### src/hw/cache_pkg.sv
package cache_pkg;

    // Data and address widths
    localparam int ADDR_W         = 16;
    localparam int WORD_W         = 16;
    localparam int WORDS_PER_LINE = 4;
    localparam int LINE_W         = WORD_W * WORDS_PER_LINE;
    localparam int OFF_W          = $clog2(WORDS_PER_LINE);
    localparam int TAG_W          = 12;
    localparam int NUM_SETS       = 2;
    localparam int SET_W          = $clog2(NUM_SETS);

    // Credits on both ports
    localparam int CPU_CREDITS = 2;
    localparam int CPU_PTR_W   = $clog2(CPU_CREDITS);
    localparam int CPU_CNT_W   = $clog2(CPU_CREDITS + 1);
    localparam int MEM_CREDITS = 2;
    localparam int MEM_CNT_W   = $clog2(MEM_CREDITS + 1);

    // Controller state encoding
    localparam int ST_W = 3;
    localparam logic [ST_W-1:0] ST_IDLE        = 3'd0;
    localparam logic [ST_W-1:0] ST_DECIDE      = 3'd1;
    localparam logic [ST_W-1:0] ST_MISS_ISSUE  = 3'd2;
    localparam logic [ST_W-1:0] ST_MISS_WAIT   = 3'd3;
    localparam logic [ST_W-1:0] ST_RESPOND     = 3'd4;
    localparam logic [ST_W-1:0] ST_WRITE_ISSUE = 3'd5;

    // Byte address, seen raw or split into cache fields
    typedef union packed {
        logic [ADDR_W-1:0] raw;
        struct packed {
            logic [TAG_W-1:0] tag;
            logic [SET_W-1:0] set;
            logic [OFF_W-1:0] offset;
            logic             byte_sel;
        } fields;
    } cache_addr_t;

endpackage

### src/hw/cache_ifs.sv
interface way_lookup_if import cache_pkg::*; ();

    // Index and tag from the selector
    logic [SET_W-1:0]  set;
    logic [TAG_W-1:0]  tag;

    // Stored state of the indexed entry
    logic              valid;
    logic              hit;
    logic [LINE_W-1:0] line;

    modport way_side (
        input  set,
        input  tag,
        output valid,
        output hit,
        output line
    );

    modport select_side (
        output set,
        output tag,
        input  valid,
        input  hit,
        input  line
    );

endinterface

interface way_update_if import cache_pkg::*; ();

    logic              fill_en;
    logic              word_wr_en;
    logic [SET_W-1:0]  set;
    logic [TAG_W-1:0]  tag;
    logic [LINE_W-1:0] line;
    logic [OFF_W-1:0]  offset;
    logic [WORD_W-1:0] wdata;

    modport ctrl_side (
        output fill_en, word_wr_en, set, tag, line, offset, wdata
    );

    modport way_side (
        input  fill_en, word_wr_en, set, tag, line, offset, wdata
    );

endinterface

### src/hw/cpu_req_queue.sv
module cpu_req_queue import cache_pkg::*; (
    input  logic              clk,
    input  logic              i_rst,
    input  logic              i_req_valid,
    input  logic              i_req_write,
    input  cache_addr_t       i_req_addr,
    input  logic [WORD_W-1:0] i_req_wdata,
    input  logic              i_pop,
    output logic              o_head_valid,
    output logic              o_head_write,
    output cache_addr_t       o_head_addr,
    output logic [WORD_W-1:0] o_head_wdata,
    output logic              o_req_credit
);

    logic              q_write [CPU_CREDITS];
    cache_addr_t       q_addr  [CPU_CREDITS];
    logic [WORD_W-1:0] q_wdata [CPU_CREDITS];

    logic [CPU_PTR_W-1:0] wr_ptr;
    logic [CPU_PTR_W-1:0] rd_ptr;
    logic [CPU_CNT_W-1:0] count;

    function automatic logic [CPU_PTR_W-1:0] ptr_next(input logic [CPU_PTR_W-1:0] ptr);
        if (ptr == CPU_PTR_W'(CPU_CREDITS - 1)) begin
            return '0;
        end
        return ptr + 1'b1;
    endfunction

    // Pointers and occupancy
    always_ff @(posedge clk) begin
        if (i_rst) begin
            wr_ptr <= '0;
            rd_ptr <= '0;
            count  <= '0;
        end else begin
            if (i_req_valid) begin
                wr_ptr <= ptr_next(wr_ptr);
            end
            if (i_pop) begin
                rd_ptr <= ptr_next(rd_ptr);
            end
            if (i_req_valid && !i_pop) begin
                count <= count + 1'b1;
            end else if (!i_req_valid && i_pop) begin
                count <= count - 1'b1;
            end
        end
    end

    // Entry storage, no overflow thanks to the credits
    always_ff @(posedge clk) begin
        if (i_req_valid) begin
            q_write[wr_ptr] <= i_req_write;
            q_addr[wr_ptr]  <= i_req_addr;
            q_wdata[wr_ptr] <= i_req_wdata;
        end
    end

    assign o_head_valid = (count != '0);
    assign o_head_write = q_write[rd_ptr];
    assign o_head_addr  = q_addr[rd_ptr];
    assign o_head_wdata = q_wdata[rd_ptr];

    // Every pop frees one slot for the CPU
    assign o_req_credit = i_pop;

endmodule

### src/hw/cache_way.sv
module cache_way import cache_pkg::*; (
    input logic         clk,
    input logic         i_rst,
    way_lookup_if.way_side lookup,
    way_update_if.way_side update
);

    logic [NUM_SETS-1:0] valid_q;
    logic [TAG_W-1:0]    tag_mem  [NUM_SETS];
    logic [LINE_W-1:0]   line_mem [NUM_SETS];

    // Valid bits
    always_ff @(posedge clk) begin
        if (i_rst) begin
            valid_q <= '0;
        end else if (update.fill_en) begin
            valid_q[update.set] <= 1'b1;
        end
    end

    // Tag and data arrays
    always_ff @(posedge clk) begin
        if (update.fill_en) begin
            tag_mem[update.set]  <= update.tag;
            line_mem[update.set] <= update.line;
        end else if (update.word_wr_en) begin
            // Write hit patches one word in place
            line_mem[update.set][update.offset*WORD_W +: WORD_W] <= update.wdata;
        end
    end

    // Combinational lookup
    assign lookup.valid = valid_q[lookup.set];
    assign lookup.hit   = valid_q[lookup.set] && (tag_mem[lookup.set] == lookup.tag);
    assign lookup.line  = line_mem[lookup.set];

endmodule

### src/hw/way_select.sv
module way_select import cache_pkg::*; (
    input  logic              clk,
    input  logic              i_rst,
    input  cache_addr_t       i_addr,
    input  logic              i_capture,
    input  logic              i_touch,
    input  logic              i_touch_way,
    output logic              o_hit,
    output logic              o_hit_way,
    output logic [WORD_W-1:0] o_word,
    output logic              o_victim_way,
    way_lookup_if.select_side way0,
    way_lookup_if.select_side way1
);

    // One bit per set naming the least recently used way
    logic [NUM_SETS-1:0] lru_q;
    logic [SET_W-1:0]    cap_set;

    logic [LINE_W-1:0]   sel_line;
    logic [WORD_W-1:0]   sel_word;
    logic                victim;

    assign way0.set = i_addr.fields.set;
    assign way0.tag = i_addr.fields.tag;
    assign way1.set = i_addr.fields.set;
    assign way1.tag = i_addr.fields.tag;

    assign sel_line = way1.hit ? way1.line : way0.line;
    assign sel_word = sel_line[i_addr.fields.offset*WORD_W +: WORD_W];

    // Invalid way first, then LRU
    always_comb begin
        if (!way0.valid) begin
            victim = 1'b0;
        end else if (!way1.valid) begin
            victim = 1'b1;
        end else begin
            victim = lru_q[i_addr.fields.set];
        end
    end

    always_ff @(posedge clk) begin
        if (i_rst) begin
            o_hit <= 1'b0;
            lru_q <= '0;
        end else begin
            if (i_capture) begin
                o_hit <= way0.hit || way1.hit;
            end
            // The touched way becomes MRU, so the other one is LRU
            if (i_touch) begin
                lru_q[cap_set] <= ~i_touch_way;
            end
        end
    end

    // Lookup results held for the controller
    always_ff @(posedge clk) begin
        if (i_capture) begin
            o_hit_way    <= way1.hit;
            o_word       <= sel_word;
            o_victim_way <= victim;
            cap_set      <= i_addr.fields.set;
        end
    end

endmodule

### src/hw/cache_ctrl.sv
module cache_ctrl import cache_pkg::*; (
    input  logic              clk,
    input  logic              i_rst,
    input  logic              i_head_valid,
    input  logic              i_head_write,
    input  cache_addr_t       i_head_addr,
    input  logic [WORD_W-1:0] i_head_wdata,
    input  logic              i_hit,
    input  logic              i_hit_way,
    input  logic [WORD_W-1:0] i_word,
    input  logic              i_victim_way,
    input  logic              i_mem_can_issue,
    input  logic              i_mem_rsp_valid,
    input  logic [LINE_W-1:0] i_mem_rsp_line,
    output logic              o_pop,
    output logic              o_capture,
    output logic              o_touch,
    output logic              o_touch_way,
    output logic              o_mem_issue,
    output logic              o_mem_write,
    output cache_addr_t       o_mem_addr,
    output logic [WORD_W-1:0] o_mem_wdata,
    output logic              o_rsp_valid,
    output logic [WORD_W-1:0] o_rsp_rdata,
    way_update_if.ctrl_side   upd0,
    way_update_if.ctrl_side   upd1
);

    logic [ST_W-1:0]   state;

    // Request taken from the queue head
    logic              req_write;
    cache_addr_t       req_addr;
    logic [WORD_W-1:0] req_wdata;
    logic [WORD_W-1:0] rsp_rdata;

    cache_addr_t       line_addr;
    logic [WORD_W-1:0] fill_word;
    logic              fill;
    logic              word_wr;
    logic              hit_now;

    always_ff @(posedge clk) begin
        if (i_rst) begin
            state <= ST_IDLE;
        end else begin
            case (state)
                ST_IDLE: begin
                    if (i_head_valid) begin
                        state <= ST_DECIDE;
                    end
                end
                ST_DECIDE: begin
                    if (req_write) begin
                        state <= ST_WRITE_ISSUE;
                    end else if (i_hit) begin
                        state <= ST_RESPOND;
                    end else begin
                        state <= ST_MISS_ISSUE;
                    end
                end
                ST_MISS_ISSUE: begin
                    if (i_mem_can_issue) begin
                        state <= ST_MISS_WAIT;
                    end
                end
                ST_MISS_WAIT: begin
                    if (i_mem_rsp_valid) begin
                        state <= ST_RESPOND;
                    end
                end
                ST_RESPOND: state <= ST_IDLE;
                ST_WRITE_ISSUE: begin
                    // Write is done once the request leaves
                    if (i_mem_can_issue) begin
                        state <= ST_IDLE;
                    end
                end
                default: state <= ST_IDLE;
            endcase
        end
    end

    always_ff @(posedge clk) begin
        if (o_pop) begin
            req_write <= i_head_write;
            req_addr  <= i_head_addr;
            req_wdata <= i_head_wdata;
        end
        if (hit_now && !req_write) begin
            rsp_rdata <= i_word;
        end else if (fill) begin
            rsp_rdata <= fill_word;
        end
    end

    assign hit_now   = (state == ST_DECIDE) && i_hit;
    assign fill      = (state == ST_MISS_WAIT) && i_mem_rsp_valid;
    assign word_wr   = hit_now && req_write;
    assign fill_word = i_mem_rsp_line[req_addr.fields.offset*WORD_W +: WORD_W];

    // Line reads go out aligned to the first word
    always_comb begin
        line_addr                 = req_addr;
        line_addr.fields.offset   = '0;
        line_addr.fields.byte_sel = 1'b0;
    end

    assign o_pop       = (state == ST_IDLE) && i_head_valid;
    assign o_capture   = o_pop;
    assign o_touch     = hit_now || fill;
    assign o_touch_way = fill ? i_victim_way : i_hit_way;

    assign o_mem_write = (state == ST_WRITE_ISSUE);
    assign o_mem_issue = ((state == ST_MISS_ISSUE) || o_mem_write) && i_mem_can_issue;
    assign o_mem_addr  = o_mem_write ? req_addr : line_addr;
    assign o_mem_wdata = req_wdata;

    assign o_rsp_valid = (state == ST_RESPOND);
    assign o_rsp_rdata = rsp_rdata;

    // Both ways see the same update, only the enables differ
    assign upd0.fill_en    = fill && !i_victim_way;
    assign upd1.fill_en    = fill && i_victim_way;
    assign upd0.word_wr_en = word_wr && !i_hit_way;
    assign upd1.word_wr_en = word_wr && i_hit_way;
    assign upd0.set        = req_addr.fields.set;
    assign upd1.set        = req_addr.fields.set;
    assign upd0.tag        = req_addr.fields.tag;
    assign upd1.tag        = req_addr.fields.tag;
    assign upd0.line       = i_mem_rsp_line;
    assign upd1.line       = i_mem_rsp_line;
    assign upd0.offset     = req_addr.fields.offset;
    assign upd1.offset     = req_addr.fields.offset;
    assign upd0.wdata      = req_wdata;
    assign upd1.wdata      = req_wdata;

endmodule

### src/hw/mem_req_port.sv
module mem_req_port import cache_pkg::*; (
    input  logic              clk,
    input  logic              i_rst,
    input  logic              i_issue,
    input  logic              i_write,
    input  cache_addr_t       i_addr,
    input  logic [WORD_W-1:0] i_wdata,
    input  logic              i_mem_credit,
    output logic              o_can_issue,
    output logic              o_mem_req_valid,
    output logic              o_mem_req_write,
    output cache_addr_t       o_mem_req_addr,
    output logic [WORD_W-1:0] o_mem_req_wdata
);

    logic [MEM_CNT_W-1:0] credits;

    // Credits held toward memory
    always_ff @(posedge clk) begin
        if (i_rst) begin
            credits <= MEM_CNT_W'(MEM_CREDITS);
        end else if (i_issue && !i_mem_credit) begin
            credits <= credits - 1'b1;
        end else if (!i_issue && i_mem_credit) begin
            credits <= credits + 1'b1;
        end
    end

    assign o_can_issue = (credits != '0);

    always_ff @(posedge clk) begin
        if (i_rst) begin
            o_mem_req_valid <= 1'b0;
        end else begin
            o_mem_req_valid <= i_issue;
        end
    end

    // Request fields, held until the next issue
    always_ff @(posedge clk) begin
        if (i_issue) begin
            o_mem_req_write <= i_write;
            o_mem_req_addr  <= i_addr;
            o_mem_req_wdata <= i_wdata;
        end
    end

endmodule

### src/hw/l1_cache_top.sv
module l1_cache_top import cache_pkg::*; (
    input  logic              clk,
    input  logic              i_rst,
    // CPU side
    input  logic              i_req_valid,
    input  logic              i_req_write,
    input  logic [ADDR_W-1:0] i_req_addr,
    input  logic [WORD_W-1:0] i_req_wdata,
    output logic              o_req_credit,
    output logic              o_rsp_valid,
    output logic [WORD_W-1:0] o_rsp_rdata,
    // Memory side
    output logic              o_mem_req_valid,
    output logic              o_mem_req_write,
    output logic [ADDR_W-1:0] o_mem_req_addr,
    output logic [WORD_W-1:0] o_mem_req_wdata,
    input  logic              i_mem_rsp_valid,
    input  logic [LINE_W-1:0] i_mem_rsp_line,
    input  logic              i_mem_credit
);

    logic              head_valid;
    logic              head_write;
    cache_addr_t       head_addr;
    logic [WORD_W-1:0] head_wdata;
    logic              pop;
    logic              capture;
    logic              touch;
    logic              touch_way;
    logic              hit;
    logic              hit_way;
    logic [WORD_W-1:0] hit_word;
    logic              victim_way;
    logic              mem_can_issue;
    logic              mem_issue;
    logic              mem_write;
    cache_addr_t       mem_addr;
    logic [WORD_W-1:0] mem_wdata;
    cache_addr_t       mem_req_addr;

    way_lookup_if lk0 ();
    way_lookup_if lk1 ();
    way_update_if up0 ();
    way_update_if up1 ();

    cpu_req_queue queue_i (
        .clk(clk), .i_rst(i_rst),
        .i_req_valid(i_req_valid), .i_req_write(i_req_write),
        .i_req_addr(i_req_addr), .i_req_wdata(i_req_wdata), .i_pop(pop),
        .o_head_valid(head_valid), .o_head_write(head_write),
        .o_head_addr(head_addr), .o_head_wdata(head_wdata),
        .o_req_credit(o_req_credit)
    );

    cache_way way0_i (.clk(clk), .i_rst(i_rst), .lookup(lk0), .update(up0));
    cache_way way1_i (.clk(clk), .i_rst(i_rst), .lookup(lk1), .update(up1));

    way_select select_i (
        .clk(clk), .i_rst(i_rst), .i_addr(head_addr),
        .i_capture(capture), .i_touch(touch), .i_touch_way(touch_way),
        .o_hit(hit), .o_hit_way(hit_way), .o_word(hit_word),
        .o_victim_way(victim_way), .way0(lk0), .way1(lk1)
    );

    cache_ctrl ctrl_i (
        .clk(clk), .i_rst(i_rst),
        .i_head_valid(head_valid), .i_head_write(head_write),
        .i_head_addr(head_addr), .i_head_wdata(head_wdata),
        .i_hit(hit), .i_hit_way(hit_way), .i_word(hit_word), .i_victim_way(victim_way),
        .i_mem_can_issue(mem_can_issue), .i_mem_rsp_valid(i_mem_rsp_valid),
        .i_mem_rsp_line(i_mem_rsp_line),
        .o_pop(pop), .o_capture(capture), .o_touch(touch), .o_touch_way(touch_way),
        .o_mem_issue(mem_issue), .o_mem_write(mem_write), .o_mem_addr(mem_addr),
        .o_mem_wdata(mem_wdata), .o_rsp_valid(o_rsp_valid), .o_rsp_rdata(o_rsp_rdata),
        .upd0(up0), .upd1(up1)
    );

    mem_req_port mem_port_i (
        .clk(clk), .i_rst(i_rst),
        .i_issue(mem_issue), .i_write(mem_write), .i_addr(mem_addr),
        .i_wdata(mem_wdata), .i_mem_credit(i_mem_credit),
        .o_can_issue(mem_can_issue), .o_mem_req_valid(o_mem_req_valid),
        .o_mem_req_write(o_mem_req_write), .o_mem_req_addr(mem_req_addr),
        .o_mem_req_wdata(o_mem_req_wdata)
    );

    assign o_mem_req_addr = mem_req_addr.raw;

endmodule

### config.mk
export PLATFORM = sky130hd
export DESIGN_NAME = l1_cache_top
export DESIGN_NICKNAME = d
export VERILOG_FILES = /design/src/hw/cache_pkg.sv /design/src/hw/cache_ifs.sv /design/src/hw/cpu_req_queue.sv /design/src/hw/cache_way.sv /design/src/hw/way_select.sv /design/src/hw/cache_ctrl.sv /design/src/hw/mem_req_port.sv /design/src/hw/l1_cache_top.sv
export SDC_FILE = /design/constraint.sdc
export NUM_CORES = 1
export LEC_CHECK = 0
export BUFFER_PORTS_ARGS = -buffer_cell sky130_fd_sc_hd__buf_4
export CAP_MARGIN = 20
export CORE_MARGIN = 5
export CORE_UTILIZATION = 40
export CTS_BUF_LIST = sky130_fd_sc_hd__clkbuf_8 sky130_fd_sc_hd__clkbuf_16
export CTS_CLUSTER_DIAMETER = 100
export DETAILED_ROUTE_END_ITERATION = 10
export PLACE_DENSITY = 0.63
export SYNTH_ARGS = -nofsm -noshare
export SYNTH_HDL_FRONTEND = slang
export SYNTH_SLANG_ARGS = --single-unit
export TNS_END_PERCENT = 30
### constraint.sdc
create_clock -name clk -period 8.7 [get_ports clk]
set_input_delay 2.61 -clock clk [delete_from_list [all_inputs] [get_ports clk]]
set_output_delay 2.61 -clock clk [all_outputs]
set_load 0.005 [all_outputs]
==> key figures <==
Clock tree
  – Clock tree buffer depth: 3
  – Worst-path clk slew: roughly 0.060 ns
  – CTS tree: yes
  – Post-CTS sizing: 0
  – Clk Latency, worst-skew pair: slightly above 0.6 ns
  – CTS Hold Bufs: 0
  – Clock Root Buffer: clkbuf_16
  – TritonCTS buffer count: 51
  – Setup Fix Bufs, Post-CTS: 0
  – H-tree depth: 2
  – Clock sink total: between 400 and 500

Critical path
  – Worst Setup Path Type: reg -> reg
  – CP Launch Type: flop
  – Critical Path Fanout Max: 65
  – CP endpoint kind: flop
  – WP data required: ~9.0 ns
  – Flop-to-flop setup slack: approximately 3.9 ns
  – Critical path arrival: around 5.2 ns

Floorplan
  – Die height: approximately 230 um
  – Row Count: about 80
  – Starting density of the core: roughly two fifths
  – Full die area: about 55000 um^2
  – Die width: 235 um
  – Core box area: around 50000 um^2
  – Io pins: 154

Yosys
  – Flops & latches, synth: 488
  – Netlist cell types: 50
  – Sequential-to-total area share from yosys stat: ~72%
  – Synthesis warning total: 0
  – Ys flop type: edfxtp_1
  – Share of flip-flops with an asynchronous set or reset: 0%
  – Post-synth EDFFs: between 400 and 500
  – Mapped Cells: 1264
  – Mapped Nets: 1373
  – Synth top area share: between 60% and 70%
  – Synth Area per Inst: approximately 16 um^2
  – Cell taking the most area after synthesis: edfxtp_1
  – Synth area leaders: edfxtp_1, mux4_2, nand2_1, o21ai_1, mux2i_1
  – Cell Area, Synth: about 20000 um^2

STA
  – Slew Limit Headroom: between 20 and 25%
  – Peak Freq: roughly 210 MHz
  – Fin worst setup slack: between 3 and 4 ns
  – Tmin final: 4.85 ns
  – Worst-margin pin slew: approximately 1.1 ns
  – Slew Limit Fails: 0
  – Final setup TNS: 0 ns
  – # setup viols final: 0
  – RSZ-0062 raised after global routing: no
  – Layout Skew: approximately 0.026 ns
  – Tcrit/Tclk final: 55.7%
  – Hold Fails Final Rpt: 0

Placed design
  – Buffers on Ports: 153
  – GPL Wtd Cong: between 0.8 and 0.9
  – Dpl ws: a little under 4 ns
  – Hpwl dp: around 38 mm
  – Placed insts: approximately 2.1k

Min path
  – Hold wc startpoint: select_i.lru_q[1]$_SDFFE_PP0P_
  – Hold WC Path Type: reg -> reg

Layout
  – Fillcell total: about 4.3k
  – Diodes inserted: 0
  – Nets: around 1.6k
  – Reg area: 14500 um^2
  – Share of cells above drive strength 1: a little over a quarter
  – Fin util: around 48%
  – Area of the multi-input gates: between 5000 and 6000 um^2
  – Layout Cells excl Fill: approximately 2.2k
  – Area Overhead vs Synth: 19.4%

Power and ir drop
  – Leakage: about 8.4 nW
  – Peak supply drop: 0.190 mV
  – Power Dens Cells: 278 nW/um^2

Job
  – Max-cap violations: 0

Route
  – Vias: around 12k
  – ANT nets after route: 0
  – Vias/cell: between 5 and 6
  – Final wirelength: about 56 mm
  – First-pass DRT Iterations: 5
  – DR WL/cell: around 26 um
  – DRC viols: 0
  – Iteration-0 DRC Markers: about 1.4k

GRT
  – Number of global-route vias before repair: ~12k
  – Global-route usage over all layers: about a fifth
  – First-pass GRT wire length: ~81 mm
  – Largest net degree at the start of global routing: between 60 and 70
  – Antenna violations before repair: 5
  – Total gr overflow: 0

Outcome
  – Status: finished clean
cells in the final DEF (no fill, tap or decap), drive strengths merged, types with 2 or more instances in the layout:
| master | instances |
|---|---|
| nor3 | 7 |
| edfxtp | 470 |
| nor4 | 5 |
| xor2 | 5 |
| o21ai | 136 |
| clkinvlp | 4 |
| a22oi | 32 |
| nor2 | 34 |
| clkbuf | 53 |
| nand2 | 225 |
| clkinv | 19 |
| nand4 | 2 |
| and3 | 5 |
| mux2i | 38 |
| a21oi | 18 |
| and2 | 3 |
| mux2 | 35 |
| nand3 | 3 |
| inv | 33 |
| nor3b | 6 |
| dfxtp | 18 |
| mux4 | 80 |
| o211ai | 2 |
| bufinv | 9 |
| nor2b | 4 |
| a31oi | 2 |
| ha | 7 |
| buf | 198 |
| nand2b | 2 |
| xnor2 | 25 |
Yosys cell counts (all sizes together), types with 19 or more instances:
library cell	number
xnor2	25
edfxtp	470
mux2i	38
mux2	35
buf	19
o21ai	136
clkbuf	48
a22oi	32
nor2	34
mux4	80
nand2	225
inv	22
registers in the layout, indices dropped and copies added (netlist names), 3 cells and up, named ones only:
signal and cells:
way0_i.line_mem 128, way1_i.line_mem 128, queue_i.q_addr 32, queue_i.q_wdata 32, way0_i.tag_mem 24, way1_i.tag_mem 24
ctrl_i.o_mem_wdata 16, ctrl_i.o_rsp_rdata 16, ctrl_i.req_addr 16, mem_port_i.o_mem_req_addr 16, mem_port_i.o_mem_req_wdata 16, select_i.o_word 16
ctrl_i.state 3
worst max-delay path, cell delays in order, from the launching register on:
cell     delay, ns
dfxtp_1       0.96
mux2i_4       0.18
inv_4         0.56
mux2i_1       0.30
xnor2_1       0.15
nand4_1       0.16
nor4_4        0.30
buf_4         0.84
mux4_2        0.44
a22oi_1       0.45
nand2_1       0.09
through the flow:
step / area, um^2 / total power [mW] / hold slack [ns]
2_1_floorplan: 20200 / 3.88 / 0.431
3_3_place_gp: 22100 / 4.43 / 0.458
3_5_place_dp: 22200 / 4.46 / 0.460
4_1_cts: 24000 / 6.76 / 0.469
5_1_grt: 24100 / 6.97 / 0.492
6_report: 24100 / 6.71 / 0.467
area by class of cell:
cell class,count,share of cell area [%]
clock buffer,53,5.40
timing repair buffer,198,6.69
tap,672,3.49
clock inverter,42,1.99
inverter,23,0.368
multi-input combinational,686,22.1
sequential,488,60.0
layer usage:
| metal | track usage, % | vias to the layer above | routed length [um] |
|---|---|---|---|
| met1 | 28.6 | 5988 | 23200 |
| met2 | 28.8 | 631 | 24600 |
| li1 | - | 5237 | - |
| met4 | 6.69 | 2 | 1850 |
| met3 | 6.21 | 90 | 6300 |
| met5 | 0 | - | 8 |
report_power, final:
| part | internal [mW] | switching [mW] | total (mW) |
|---|---|---|---|
| combinational | 0.509 | 0.708 | 1.22 |
| clock | 1.36 | 0.927 | 2.29 |
| sequential | 2.90 | 0.300 | 3.20 |
| total | 4.77 | 1.94 | 6.71 |
final timing paths:
check                                                      end  depth (start not counted)
worst max-delay path              select_i.o_word[8]$_DFFE_PP_                         10
worst min-delay path            select_i.lru_q[1]$_SDFFE_PP0P_                          2
worst max register to register    select_i.o_word[8]$_DFFE_PP_                         10
worst min register to register  select_i.lru_q[1]$_SDFFE_PP0P_                          2
logic make-up (layout without fill, tap and decap cells):
group | count (synthesis) | count (layout) | synth area share (%)
and+or+nand+nor | 301 | 301 | 6.18
AOI/OAI and AO/OA | 195 | 195 | 5.35
DFF | 488 | 488 | 71.7
buffers and inverters | 90 | 316 | 2.25
adders and majority gates | 7 | 7 | 0.434
muxes | 153 | 153 | 12.8
xor gates and xnor gates | 30 | 30 | 1.30
No activity file was read; power rests on OpenSTA's default activity.
